**config.mk**
```make
export PLATFORM = sky130hd
export DESIGN_NAME = l1_l2_fabric
export DESIGN_NICKNAME = d
export VERILOG_FILES = /design/src/design/cache_pkg.sv /design/src/design/flush_sequencer.sv /design/src/design/l1_req_arbiter.sv /design/src/design/l2_arrays.sv /design/src/design/l2_ctrl.sv /design/src/design/l1_l2_fabric.sv
export SDC_FILE = /design/constraint.sdc
export NUM_CORES = 2
export LEC_CHECK = 0
export ABC_CLOCK_PERIOD_IN_PS = 46300
export BUFFER_PORTS_ARGS = -buffer_cell sky130_fd_sc_hd__clkbuf_2
export CAP_MARGIN = 20
export CORE_MARGIN = 3
export CORE_UTILIZATION = 30
export DETAILED_ROUTE_END_ITERATION = 8
export PLACE_DENSITY_LB_ADDON = 0.3
export SLEW_MARGIN = 5
export SYNTH_ARGS = -nofsm -noshare
export SYNTH_HDL_FRONTEND = slang
export SYNTH_SLANG_ARGS = --single-unit
```
**constraint.sdc**
```tcl
create_clock -name clk -period 46.3 [get_ports clk]
set_input_delay 2.315 -clock clk [delete_from_list [all_inputs] [get_ports clk]]
set_output_delay 2.315 -clock clk [all_outputs]
set_load 0.01 [all_outputs]
```
**src/design/cache_pkg.sv**
```systemverilog
package cache_pkg;

   localparam int addr_w      = 32;
   localparam int lg_cl_len   = 4;                       // 16 byte lines
   localparam int line_w      = 1 << (lg_cl_len + 3);
   localparam int lg_l2_lines = 4;
   localparam int l2_lines    = 1 << lg_l2_lines;
   localparam int tag_w       = addr_w - lg_l2_lines - lg_cl_len;

   typedef logic [addr_w-1:0] addr_t;
   typedef logic [line_w-1:0] line_t;

   typedef enum logic {
      mem_ld_line = 1'b0,
      mem_st_line = 1'b1
   } mem_op_t;

   // line request from either L1
   typedef struct packed {
      addr_t   addr;
      mem_op_t op;
      line_t   data;
   } l1_req_t;

   typedef struct packed {
      addr_t   addr;
      mem_op_t opcode;
      line_t   store_data;
   } mem_req_t;

   typedef enum logic {
      src_l1i = 1'b0,
      src_l1d = 1'b1
   } l1_src_t;

   typedef enum logic [2:0] {
      flush_idle       = 3'd0,
      wait_for_l1d_l1i = 3'd1,
      got_l1d          = 3'd2,
      got_l1i          = 3'd3,
      flush_l2         = 3'd4
   } flush_state_t;

endpackage

```
**src/design/flush_sequencer.sv**
```systemverilog
`timescale 1ns/1ps

module flush_sequencer
   import cache_pkg::*;
(
   input  logic clk,
   input  logic reset,
   input  logic flush_req_l1i,
   input  logic flush_req_l1d,
   input  logic l1i_flush_complete,
   input  logic l1d_flush_complete,
   input  logic l2_flush_done,
   output logic l2_flush_start,
   output logic in_flush_mode
);

   flush_state_t state, n_state;
   logic r_flush, n_flush;
   logic r_start, n_start;

   assign in_flush_mode  = r_flush;
   assign l2_flush_start = r_start;

   always_ff @(posedge clk)
   begin
      if (reset)
      begin
         state   <= flush_idle;
         r_flush <= 1'b0;
         r_start <= 1'b0;
      end
      else
      begin
         state   <= n_state;
         r_flush <= n_flush;
         r_start <= n_start;
      end
   end

   always_comb
   begin
      n_state = state;
      n_flush = r_flush;
      n_start = 1'b0;
      case (state)
         flush_idle:
         begin
            // a side that is not asked to flush counts as done
            if (flush_req_l1i && flush_req_l1d)
               n_state = wait_for_l1d_l1i;
            else if (flush_req_l1i)
               n_state = got_l1d;
            else if (flush_req_l1d)
               n_state = got_l1i;
            if (flush_req_l1i || flush_req_l1d)
               n_flush = 1'b1;
         end
         wait_for_l1d_l1i:
         begin
            if (l1d_flush_complete && l1i_flush_complete)
            begin
               n_state = flush_l2;
               n_start = 1'b1;
            end
            else if (l1d_flush_complete)
               n_state = got_l1d;
            else if (l1i_flush_complete)
               n_state = got_l1i;
         end
         got_l1d:
         begin
            if (l1i_flush_complete)
            begin
               n_state = flush_l2;
               n_start = 1'b1;
            end
         end
         got_l1i:
         begin
            if (l1d_flush_complete)
            begin
               n_state = flush_l2;
               n_start = 1'b1;
            end
         end
         flush_l2:
         begin
            if (l2_flush_done)
            begin
               n_state = flush_idle;
               n_flush = 1'b0;
            end
         end
         default:
            n_state = flush_idle;
      endcase
   end

   // the L2 only finishes a walk that this FSM started
   a_done_in_flush_l2: assert property (
      @(posedge clk) disable iff (reset)
      l2_flush_done |-> (state == flush_l2)
   );

endmodule

```
**src/design/l1_req_arbiter.sv**
```systemverilog
`timescale 1ns/1ps

module l1_req_arbiter
   import cache_pkg::*;
(
   input  logic    clk,
   input  logic    reset,
   input  logic    l1d_req_valid,
   input  l1_req_t l1d_req,
   input  logic    l1i_req_valid,
   input  addr_t   l1i_req_addr,
   output logic    l1d_req_ack,
   output logic    l1i_req_ack,
   output logic    l1d_rsp_valid,
   output logic    l1i_rsp_valid,
   output logic    arb_valid,
   output l1_req_t arb_req,
   output l1_src_t arb_src,
   input  logic    arb_ack,
   input  logic    rsp_valid
);

   logic    r_busy;
   l1_src_t r_owner;
   l1_req_t l1i_req;

   // icache only ever loads
   assign l1i_req = '{addr: l1i_req_addr, op: mem_ld_line, data: '0};

   assign arb_valid = (l1d_req_valid || l1i_req_valid) && !r_busy;
   assign arb_src   = l1d_req_valid ? src_l1d : src_l1i;   // dcache first
   assign arb_req   = l1d_req_valid ? l1d_req : l1i_req;

   assign l1d_req_ack = arb_ack && (arb_src == src_l1d);
   assign l1i_req_ack = arb_ack && (arb_src == src_l1i);

   assign l1d_rsp_valid = rsp_valid && (r_owner == src_l1d);
   assign l1i_rsp_valid = rsp_valid && (r_owner == src_l1i);

   always_ff @(posedge clk)
   begin
      if (reset)
      begin
         r_busy  <= 1'b0;
         r_owner <= src_l1i;
      end
      else if (arb_ack)
      begin
         r_busy  <= 1'b1;
         r_owner <= arb_src;
      end
      else if (rsp_valid)
         r_busy <= 1'b0;
   end

   a_rsp_has_owner: assert property (
      @(posedge clk) disable iff (reset)
      rsp_valid |-> r_busy
   );

endmodule

```
**src/design/l2_arrays.sv**
```systemverilog
`timescale 1ns/1ps

module l2_arrays
   import cache_pkg::*;
(
   input  logic                   clk,
   input  logic                   reset,
   input  logic [lg_l2_lines-1:0] rd_index,
   output logic [tag_w-1:0]       rd_tag,
   output logic                   rd_valid,
   output logic                   rd_dirty,
   output line_t                  rd_line,
   input  logic                   wr_en,
   input  logic [lg_l2_lines-1:0] wr_index,
   input  logic [tag_w-1:0]       wr_tag,
   input  logic                   wr_dirty,
   input  line_t                  wr_line,
   input  logic                   inval_all
);

   logic [tag_w-1:0]    tag_mem [l2_lines];
   line_t               data_mem [l2_lines];
   logic [l2_lines-1:0] valid_bits;
   logic [l2_lines-1:0] dirty_bits;

   // state bits, cleared as a whole
   always_ff @(posedge clk)
   begin
      if (reset || inval_all)
      begin
         valid_bits <= '0;
         dirty_bits <= '0;
      end
      else if (wr_en)
      begin
         valid_bits[wr_index] <= 1'b1;
         dirty_bits[wr_index] <= wr_dirty;
      end
   end

   always_ff @(posedge clk)
   begin
      if (wr_en)
      begin
         tag_mem[wr_index]  <= wr_tag;
         data_mem[wr_index] <= wr_line;
      end
   end

   // registered read, old contents on a same cycle write
   always_ff @(posedge clk)
   begin
      rd_tag   <= tag_mem[rd_index];
      rd_line  <= data_mem[rd_index];
      rd_valid <= valid_bits[rd_index];
      rd_dirty <= dirty_bits[rd_index];
   end

endmodule

```
**src/design/l2_ctrl.sv**
```systemverilog
`timescale 1ns/1ps

module l2_ctrl
   import cache_pkg::*;
(
   input  logic                   clk,
   input  logic                   reset,
   input  logic                   arb_valid,
   input  l1_req_t                arb_req,
   input  l1_src_t                arb_src,
   output logic                   arb_ack,
   output logic                   rsp_valid,
   output line_t                  l1_load_data,
   input  logic                   l2_flush_start,
   output logic                   l2_flush_done,
   output logic [lg_l2_lines-1:0] rd_index,
   input  logic [tag_w-1:0]       rd_tag,
   input  logic                   rd_valid,
   input  logic                   rd_dirty,
   input  line_t                  rd_line,
   output logic                   wr_en,
   output logic [lg_l2_lines-1:0] wr_index,
   output logic [tag_w-1:0]       wr_tag,
   output logic                   wr_dirty,
   output line_t                  wr_line,
   output logic                   inval_all,
   output logic                   mem_req_valid,
   output mem_req_t               mem_req,
   input  logic                   mem_rsp_valid,
   input  line_t                  mem_rsp_load_data,
   output logic [63:0]            l2_cache_accesses,
   output logic [63:0]            l2_cache_hits
);

   typedef enum logic [3:0] {
      st_idle,
      st_lookup,
      st_wb,
      st_fill,
      st_resp,
      st_flush_rd,
      st_flush_chk,
      st_flush_wb,
      st_flush_inval
   } ctrl_state_t;

   ctrl_state_t            state;
   l1_req_t                r_req;
   line_t                  r_line;
   mem_req_t               r_mem_req;
   logic                   r_mem_valid;
   logic                   r_flush_pend;
   logic [lg_l2_lines-1:0] r_flush_idx;

   logic [lg_l2_lines-1:0] req_idx;
   logic [tag_w-1:0]       req_tag;
   logic                   is_store;
   logic                   hit;
   logic                   victim_dirty;
   logic                   flush_go;
   logic                   walk_next;

   assign req_idx      = r_req.addr[lg_cl_len +: lg_l2_lines];
   assign req_tag      = r_req.addr[addr_w-1 -: tag_w];
   assign is_store     = (r_req.op == mem_st_line);
   assign hit          = rd_valid && (rd_tag == req_tag);
   assign victim_dirty = rd_valid && rd_dirty && (rd_tag != req_tag);
   assign flush_go     = l2_flush_start || r_flush_pend;

   // next index once this line is clean or written back
   assign walk_next = ((state == st_flush_chk) && !(rd_valid && rd_dirty)) ||
                      ((state == st_flush_wb) && mem_rsp_valid);

   assign arb_ack       = (state == st_idle) && !flush_go && arb_valid;
   assign rsp_valid     = (state == st_resp);
   assign l1_load_data  = r_line;
   assign l2_flush_done = (state == st_flush_inval);
   assign inval_all     = (state == st_flush_inval);
   assign mem_req_valid = r_mem_valid;
   assign mem_req       = r_mem_req;

   always_comb
   begin
      if (state == st_idle)
         rd_index = arb_req.addr[lg_cl_len +: lg_l2_lines];   // lookup starts at ack
      else if (state == st_flush_rd)
         rd_index = r_flush_idx;
      else
         rd_index = req_idx;
   end

   always_comb
   begin
      wr_en    = 1'b0;
      wr_index = req_idx;
      wr_tag   = req_tag;
      wr_dirty = is_store;
      wr_line  = r_req.data;
      case (state)
         st_lookup:
            wr_en = is_store && !victim_dirty;
         st_wb:
            wr_en = is_store && mem_rsp_valid;
         st_fill:
         begin
            wr_en   = r_mem_valid && mem_rsp_valid;
            wr_line = mem_rsp_load_data;
         end
         default:
            wr_en = 1'b0;
      endcase
   end

   always_ff @(posedge clk)
   begin
      if (reset)
      begin
         state             <= st_idle;
         r_mem_valid       <= 1'b0;
         r_flush_pend      <= 1'b0;
         r_flush_idx       <= '0;
         l2_cache_accesses <= '0;
         l2_cache_hits     <= '0;
      end
      else
      begin
         if (l2_flush_start && (state != st_idle))
            r_flush_pend <= 1'b1;   // held until idle
         case (state)
            st_idle:
            begin
               if (flush_go)
               begin
                  r_flush_pend <= 1'b0;
                  r_flush_idx  <= '0;
                  state        <= st_flush_rd;
               end
               else if (arb_valid)
               begin
                  r_req             <= arb_req;
                  l2_cache_accesses <= l2_cache_accesses + 64'd1;
                  state             <= st_lookup;
               end
            end
            st_lookup:
            begin
               if (hit)
                  l2_cache_hits <= l2_cache_hits + 64'd1;
               r_line <= rd_line;
               if (victim_dirty)
               begin
                  r_mem_req   <= '{addr: {rd_tag, req_idx, {lg_cl_len{1'b0}}},
                                   opcode: mem_st_line, store_data: rd_line};
                  r_mem_valid <= 1'b1;
                  state       <= st_wb;
               end
               else if (is_store || hit)
                  state <= st_resp;
               else
                  state <= st_fill;
            end
            st_wb:
            begin
               if (mem_rsp_valid)
               begin
                  r_mem_valid <= 1'b0;
                  state       <= is_store ? st_resp : st_fill;
               end
            end
            st_fill:
            begin
               if (!r_mem_valid)
               begin
                  r_mem_req   <= '{addr: {req_tag, req_idx, {lg_cl_len{1'b0}}},
                                   opcode: mem_ld_line, store_data: '0};
                  r_mem_valid <= 1'b1;
               end
               else if (mem_rsp_valid)
               begin
                  r_mem_valid <= 1'b0;
                  r_line      <= mem_rsp_load_data;
                  state       <= st_resp;
               end
            end
            st_resp:
               state <= st_idle;
            st_flush_rd:
               state <= st_flush_chk;
            st_flush_chk:
            begin
               if (rd_valid && rd_dirty)
               begin
                  r_mem_req   <= '{addr: {rd_tag, r_flush_idx, {lg_cl_len{1'b0}}},
                                   opcode: mem_st_line, store_data: rd_line};
                  r_mem_valid <= 1'b1;
                  state       <= st_flush_wb;
               end
            end
            st_flush_wb:
            begin
               if (mem_rsp_valid)
                  r_mem_valid <= 1'b0;
            end
            st_flush_inval:
               state <= st_idle;
            default:
               state <= st_idle;
         endcase
         if (walk_next)
         begin
            if (&r_flush_idx)
               state <= st_flush_inval;
            else
            begin
               r_flush_idx <= r_flush_idx + 1'b1;
               state       <= st_flush_rd;
            end
         end
      end
   end

   a_mem_req_stable: assert property (
      @(posedge clk) disable iff (reset)
      mem_req_valid && !mem_rsp_valid |=> mem_req_valid && $stable(mem_req)
   );

   // only the dcache side can present a store
   a_store_from_l1d: assert property (
      @(posedge clk) disable iff (reset)
      arb_valid && (arb_req.op == mem_st_line) |-> (arb_src == src_l1d)
   );

endmodule

```
**src/design/l1_l2_fabric.sv**
```systemverilog
`timescale 1ns/1ps

module l1_l2_fabric
   import cache_pkg::*;
(
   input  logic        clk,
   input  logic        reset,
   input  logic        l1d_req_valid,
   input  l1_req_t     l1d_req,
   output logic        l1d_req_ack,
   output logic        l1d_rsp_valid,
   input  logic        l1i_req_valid,
   input  addr_t       l1i_req_addr,
   output logic        l1i_req_ack,
   output logic        l1i_rsp_valid,
   output line_t       l1_load_data,
   input  logic        flush_req_l1i,
   input  logic        flush_req_l1d,
   input  logic        l1i_flush_complete,
   input  logic        l1d_flush_complete,
   output logic        in_flush_mode,
   output logic        mem_req_valid,
   output mem_req_t    mem_req,
   input  logic        mem_rsp_valid,
   input  line_t       mem_rsp_load_data,
   output logic [63:0] l2_cache_accesses,
   output logic [63:0] l2_cache_hits
);

   logic                   arb_valid;
   l1_req_t                arb_req;
   l1_src_t                arb_src;
   logic                   arb_ack;
   logic                   rsp_valid;
   logic                   l2_flush_start;
   logic                   l2_flush_done;

   logic [lg_l2_lines-1:0] rd_index;
   logic [tag_w-1:0]       rd_tag;
   logic                   rd_valid;
   logic                   rd_dirty;
   line_t                  rd_line;
   logic                   wr_en;
   logic [lg_l2_lines-1:0] wr_index;
   logic [tag_w-1:0]       wr_tag;
   logic                   wr_dirty;
   line_t                  wr_line;
   logic                   inval_all;

   flush_sequencer u_flush_seq (
      .clk                (clk),
      .reset              (reset),
      .flush_req_l1i      (flush_req_l1i),
      .flush_req_l1d      (flush_req_l1d),
      .l1i_flush_complete (l1i_flush_complete),
      .l1d_flush_complete (l1d_flush_complete),
      .l2_flush_done      (l2_flush_done),
      .l2_flush_start     (l2_flush_start),
      .in_flush_mode      (in_flush_mode)
   );

   l1_req_arbiter u_arb (
      .clk           (clk),
      .reset         (reset),
      .l1d_req_valid (l1d_req_valid),
      .l1d_req       (l1d_req),
      .l1i_req_valid (l1i_req_valid),
      .l1i_req_addr  (l1i_req_addr),
      .l1d_req_ack   (l1d_req_ack),
      .l1i_req_ack   (l1i_req_ack),
      .l1d_rsp_valid (l1d_rsp_valid),
      .l1i_rsp_valid (l1i_rsp_valid),
      .arb_valid     (arb_valid),
      .arb_req       (arb_req),
      .arb_src       (arb_src),
      .arb_ack       (arb_ack),
      .rsp_valid     (rsp_valid)
   );

   l2_ctrl u_l2_ctrl (
      .clk               (clk),
      .reset             (reset),
      .arb_valid         (arb_valid),
      .arb_req           (arb_req),
      .arb_src           (arb_src),
      .arb_ack           (arb_ack),
      .rsp_valid         (rsp_valid),
      .l1_load_data      (l1_load_data),
      .l2_flush_start    (l2_flush_start),
      .l2_flush_done     (l2_flush_done),
      .rd_index          (rd_index),
      .rd_tag            (rd_tag),
      .rd_valid          (rd_valid),
      .rd_dirty          (rd_dirty),
      .rd_line           (rd_line),
      .wr_en             (wr_en),
      .wr_index          (wr_index),
      .wr_tag            (wr_tag),
      .wr_dirty          (wr_dirty),
      .wr_line           (wr_line),
      .inval_all         (inval_all),
      .mem_req_valid     (mem_req_valid),
      .mem_req           (mem_req),
      .mem_rsp_valid     (mem_rsp_valid),
      .mem_rsp_load_data (mem_rsp_load_data),
      .l2_cache_accesses (l2_cache_accesses),
      .l2_cache_hits     (l2_cache_hits)
   );

   l2_arrays u_l2_arrays (
      .clk       (clk),
      .reset     (reset),
      .rd_index  (rd_index),
      .rd_tag    (rd_tag),
      .rd_valid  (rd_valid),
      .rd_dirty  (rd_dirty),
      .rd_line   (rd_line),
      .wr_en     (wr_en),
      .wr_index  (wr_index),
      .wr_tag    (wr_tag),
      .wr_dirty  (wr_dirty),
      .wr_line   (wr_line),
      .inval_all (inval_all)
   );

endmodule

```
==> impl_results.md <==
- Final Hold Viols: 0
- CP Max Fanout: 153
- DR pass1 iterations: 5
- Most frequent cells in the layout: 2,874 x edfxtp_1, 1,915 x nand2_1, 738 x clkbuf_2, 678 x a21oi_1, 614 x mux2i_1
- Status: completed
- Post-CTS sizing: 0
- CP startpoint kind: input port
- Post-synth cell types: 62
- Worst Hold Class: reg -> reg
- Setup slack after placement: 37,780 ps
- RSZ-0062 raised after global routing: false
- Synthesized instance count: 8,623
- Max VDD drop: 0.0574 mV
- Setup repair bufs after CTS: 0
- Final min period: 7660 ps
- Setup Skew: 53.6 ps
- Critical path's largest stage delay: 860 ps
- DR vias/cell: 4.83
- Share of cells above drive strength 1: approximately 15%
- IO Count: between 700 and 800
- Number of flops mapped to enable cells by yosys: about 2,900
- Per-cell routed wire length: 23.8 um
- Maximum clock path buffer count: 4
- #FFs+latches synth: between 3,000 and 4,000
- P_leak: just over 50 nW
- Core area: 0.404 sq mm
- Critical Path End Type: register
- R2r setup slk: 39,010 ps
- Root buffer cell: clkbuf_16
- Top FF cell, synth: edfxtp_1
- Cell Rows: between 200 and 250
- Area occupied by multi-input gates: 0.0275 sq mm
- Register area: roughly 0.093 sq mm
- Synth area leaders: edfxtp_1 71%, nand2_1 5.9%, dfxtp_1 5.4%, mux2i_1 5.0%, a21oi_1 2.8%
- # nets final: 9,726
- Buf/Inv on CP: 5
- Post-synth top area cell: edfxtp_1
- Post-DRT Antenna Nets: 0
- DRC errors left: 0
- Pin count of the biggest net entering global routing: around 160
- Seq/Total Area, Yosys: 76.1%
- Arrival @ worst endpoint: 8480 ps
- Final number of setup-violating endpoints: 0
- Min-delay src: u_l2_arrays.dirty_bits[4]$_SDFFE_PP0P_
- Top cell type's share of synthesized area: 70.7%
- PortBufs: 740
- CTS tree: built
- Fin crit share: 16.5%
- Initial core utilization: 30.2%
- Fill count: 38,600
- Die X: 644 um
- GP Congestion: 0.787
- Pwr dens: approximately 60 mW/mm^2
- Worst-path cell chain: buf_6, mux2_2, nand2b_1, o21a_4, buf_12, buf_4, buf_4, buf_4, mux2i_1, o22ai_1, nor4_1, nand2_1
- Die Height: ~640 um
- Yosys warnings: 0
- Clock transition at path regs: roughly 60 ps
- DP HPWL: roughly 200,000 um
- Initial antenna violation count: 17
- Placed Area: 0.132 sq mm
- Asr flop ratio synth: 0%
- H-tree depth: 5
- GR Util All Layers: around 17%
- Worst-Skew Late Latency: ~960 ps
- Max cap viols: 0
- Clock tree sinks: 3,205
- Worst Reg-to-Reg Cells: 11
- CP max-delay cell: buf_4
- Final worst slack: 38,640 ps
- Detailed-route wire length: 360,000 um
- Commonest non-fill, non-tap cell in the layout: edfxtp_1
- Reg2reg end: u_l2_arrays.rd_line[67]$_DFF_P_
- Congestion Overflow GR: 0
- Vias post-DR: between 70,000 and 80,000
- Max Clock Freq: 131 MHz
- CTS buffer count: 346
- Fin area: 0.144 sq mm
- Layout area overhead: 17.7%
- Drt initial violations: about 6,300
- Setup TNS: 0 ps
- Critical Path Start: l1d_req_valid
- Normalized max-slew margin: 24.2%
- R2r startpoint: u_l2_ctrl.state[0]$_SDFFE_PP0P_
- Most used cell along the critical path: buf_4
- CTS Hold Bufs: 0
- Final core occ: 35.6%
- Mean Syn Cell Area: 14.2 sq um
- Slew Limit Fails: 0
- CP delay by family, top: buffers and inverters
- Global-route wire length before repair: roughly 510,000 um
- WS Path Type: in -> reg
- Vias in the first global route: 72,900
- Critical Path RT: 47,120 ps
- Hold Crit Depth: 2
- Die area: 0.415 sq mm
- Worst Hold Endpoint: u_l2_arrays.dirty_bits[4]$_SDFFE_PP0P_
- Worst slew pin tran: approximately 1100 ps
- Synthesized area: between 0.1 and 0.15 sq mm
per-layer routing:
| metal | vias up | GRT usage [%] | routed length [um] |
|---|---|---|---|
| met5 | - | 0 | 27 |
| met4 | 4 | 4.64 | 9800 |
| met3 | 446 | 2.34 | 18300 |
| met2 | 2074 | 29.7 | 183000 |
| met1 | 37400 | 21.2 | 149000 |
| li1 | 33100 | - | - |
tightest hold or removal path, stage by stage, from the launching register on:
cell and delay [ps]:
dfxtp_1 310, nand2_1 50, mux2i_1 50
state kept, by name, summed over array words and instances, names as in the netlist, 3 cells and up:
register	flops
u_l2_arrays.rd_tag	24
u_l2_ctrl.l2_cache_accesses	64
u_l2_arrays.valid_bits	16
u_flush_seq.state	3
u_l2_arrays.dirty_bits	16
u_l2_ctrl.r_req	128
u_l2_ctrl.l1_load_data	128
u_l2_ctrl.wr_index	4
u_l2_ctrl.state	4
u_l2_ctrl.wr_tag	24
u_l2_arrays.rd_line	128
u_l2_arrays.data_mem	2048
u_l2_ctrl.r_flush_idx	4
u_l2_ctrl.mem_req	157
u_l2_ctrl.l2_cache_hits	64
u_l2_arrays.tag_mem	384
metrics by stage:
step	instances	hold slack (ps)	total power, mW
finish	15100	458	8.67
global route	15100	487	9.08
CTS	15100	460	8.78
detailed placement	14400	449	6.02
global placement	14400	442	5.98
floorplan	8626	434	5.19
power breakdown:
group / leakage (nW) / internal (mW) / total, mW / switching, mW
clock: 5.53 / 1.59 / 2.75 / 1.16
combinational: 16.7 / 0.674 / 2.22 / 1.55
sequential: 28.7 / 3.58 / 3.70 / 0.123
worst max path at each step:
stage	end	slack [ps]	depth (start not counted)
after floorplan	u_l2_ctrl.l1_load_data[0]$_DFFE_PP_	22500	3
after global placement	u_l2_arrays.rd_line[126]$_DFF_P_	37780	12
after detailed placement	u_l2_arrays.rd_line[120]$_DFF_P_	37780	12
after CTS	u_l2_arrays.rd_line[121]$_DFF_P_	38810	12
after global routing	u_l2_arrays.rd_line[67]$_DFF_P_	38320	12
final	u_l2_arrays.rd_line[67]$_DFF_P_	38640	12
synthesized netlist by cell type (3+ instances only):
| master | instances |
|---|---|
| or4_1 | 3 |
| a21oi_1 | 678 |
| buf_1 | 53 |
| buf_2 | 15 |
| buf_4 | 4 |
| a211oi_1 | 10 |
| a22oi_1 | 20 |
| xor2_1 | 31 |
| o21a_1 | 21 |
| nor4_1 | 177 |
| and2_1 | 260 |
| inv_1 | 33 |
| ha_1 | 3 |
| and3_1 | 14 |
| nor3_1 | 68 |
| a22o_1 | 7 |
| mux2_2 | 40 |
| nand3_1 | 50 |
| or3_1 | 28 |
| dfxtp_1 | 331 |
| nor4_2 | 8 |
| mux2i_1 | 614 |
| xnor2_1 | 89 |
| nand2b_1 | 137 |
| and4_1 | 9 |
| clkbuf_1 | 393 |
| nand4_1 | 38 |
| o31ai_1 | 4 |
| nor2_1 | 296 |
| o21ai_0 | 33 |
| nor4b_1 | 4 |
| nor2b_1 | 9 |
| or2_2 | 4 |
| o22ai_1 | 302 |
| buf_6 | 4 |
| edfxtp_1 | 2874 |
| nand2_1 | 1923 |
final cells by class:
cell class | count | share of cell area (%)
sequential | 3205 | 64.7
multi-input combinational | 4919 | 19.1
clock buffer | 478 | 6.69
tap | 5405 | 4.71
timing repair buffer | 888 | 3.50
clock inverter | 159 | 1.19
inverter | 33 | 0.0914
antenna | 8 | 0.0139
kinds of logic (layout without fill, tap and decap cells):
family	count (synthesis)	in the layout	share of synthesized area, %
xor+xnor	120	120	0.861
compound gates	1097	1097	5.00
flops	3205	3205	76.1
mux	654	654	5.40
buf+inv	502	1558	1.60
simple gates	3041	3041	11.0
fa+ha+maj	3	3	0.0307
other cells	1	12	0.00307
No activity file was read; power rests on OpenSTA's default activity.
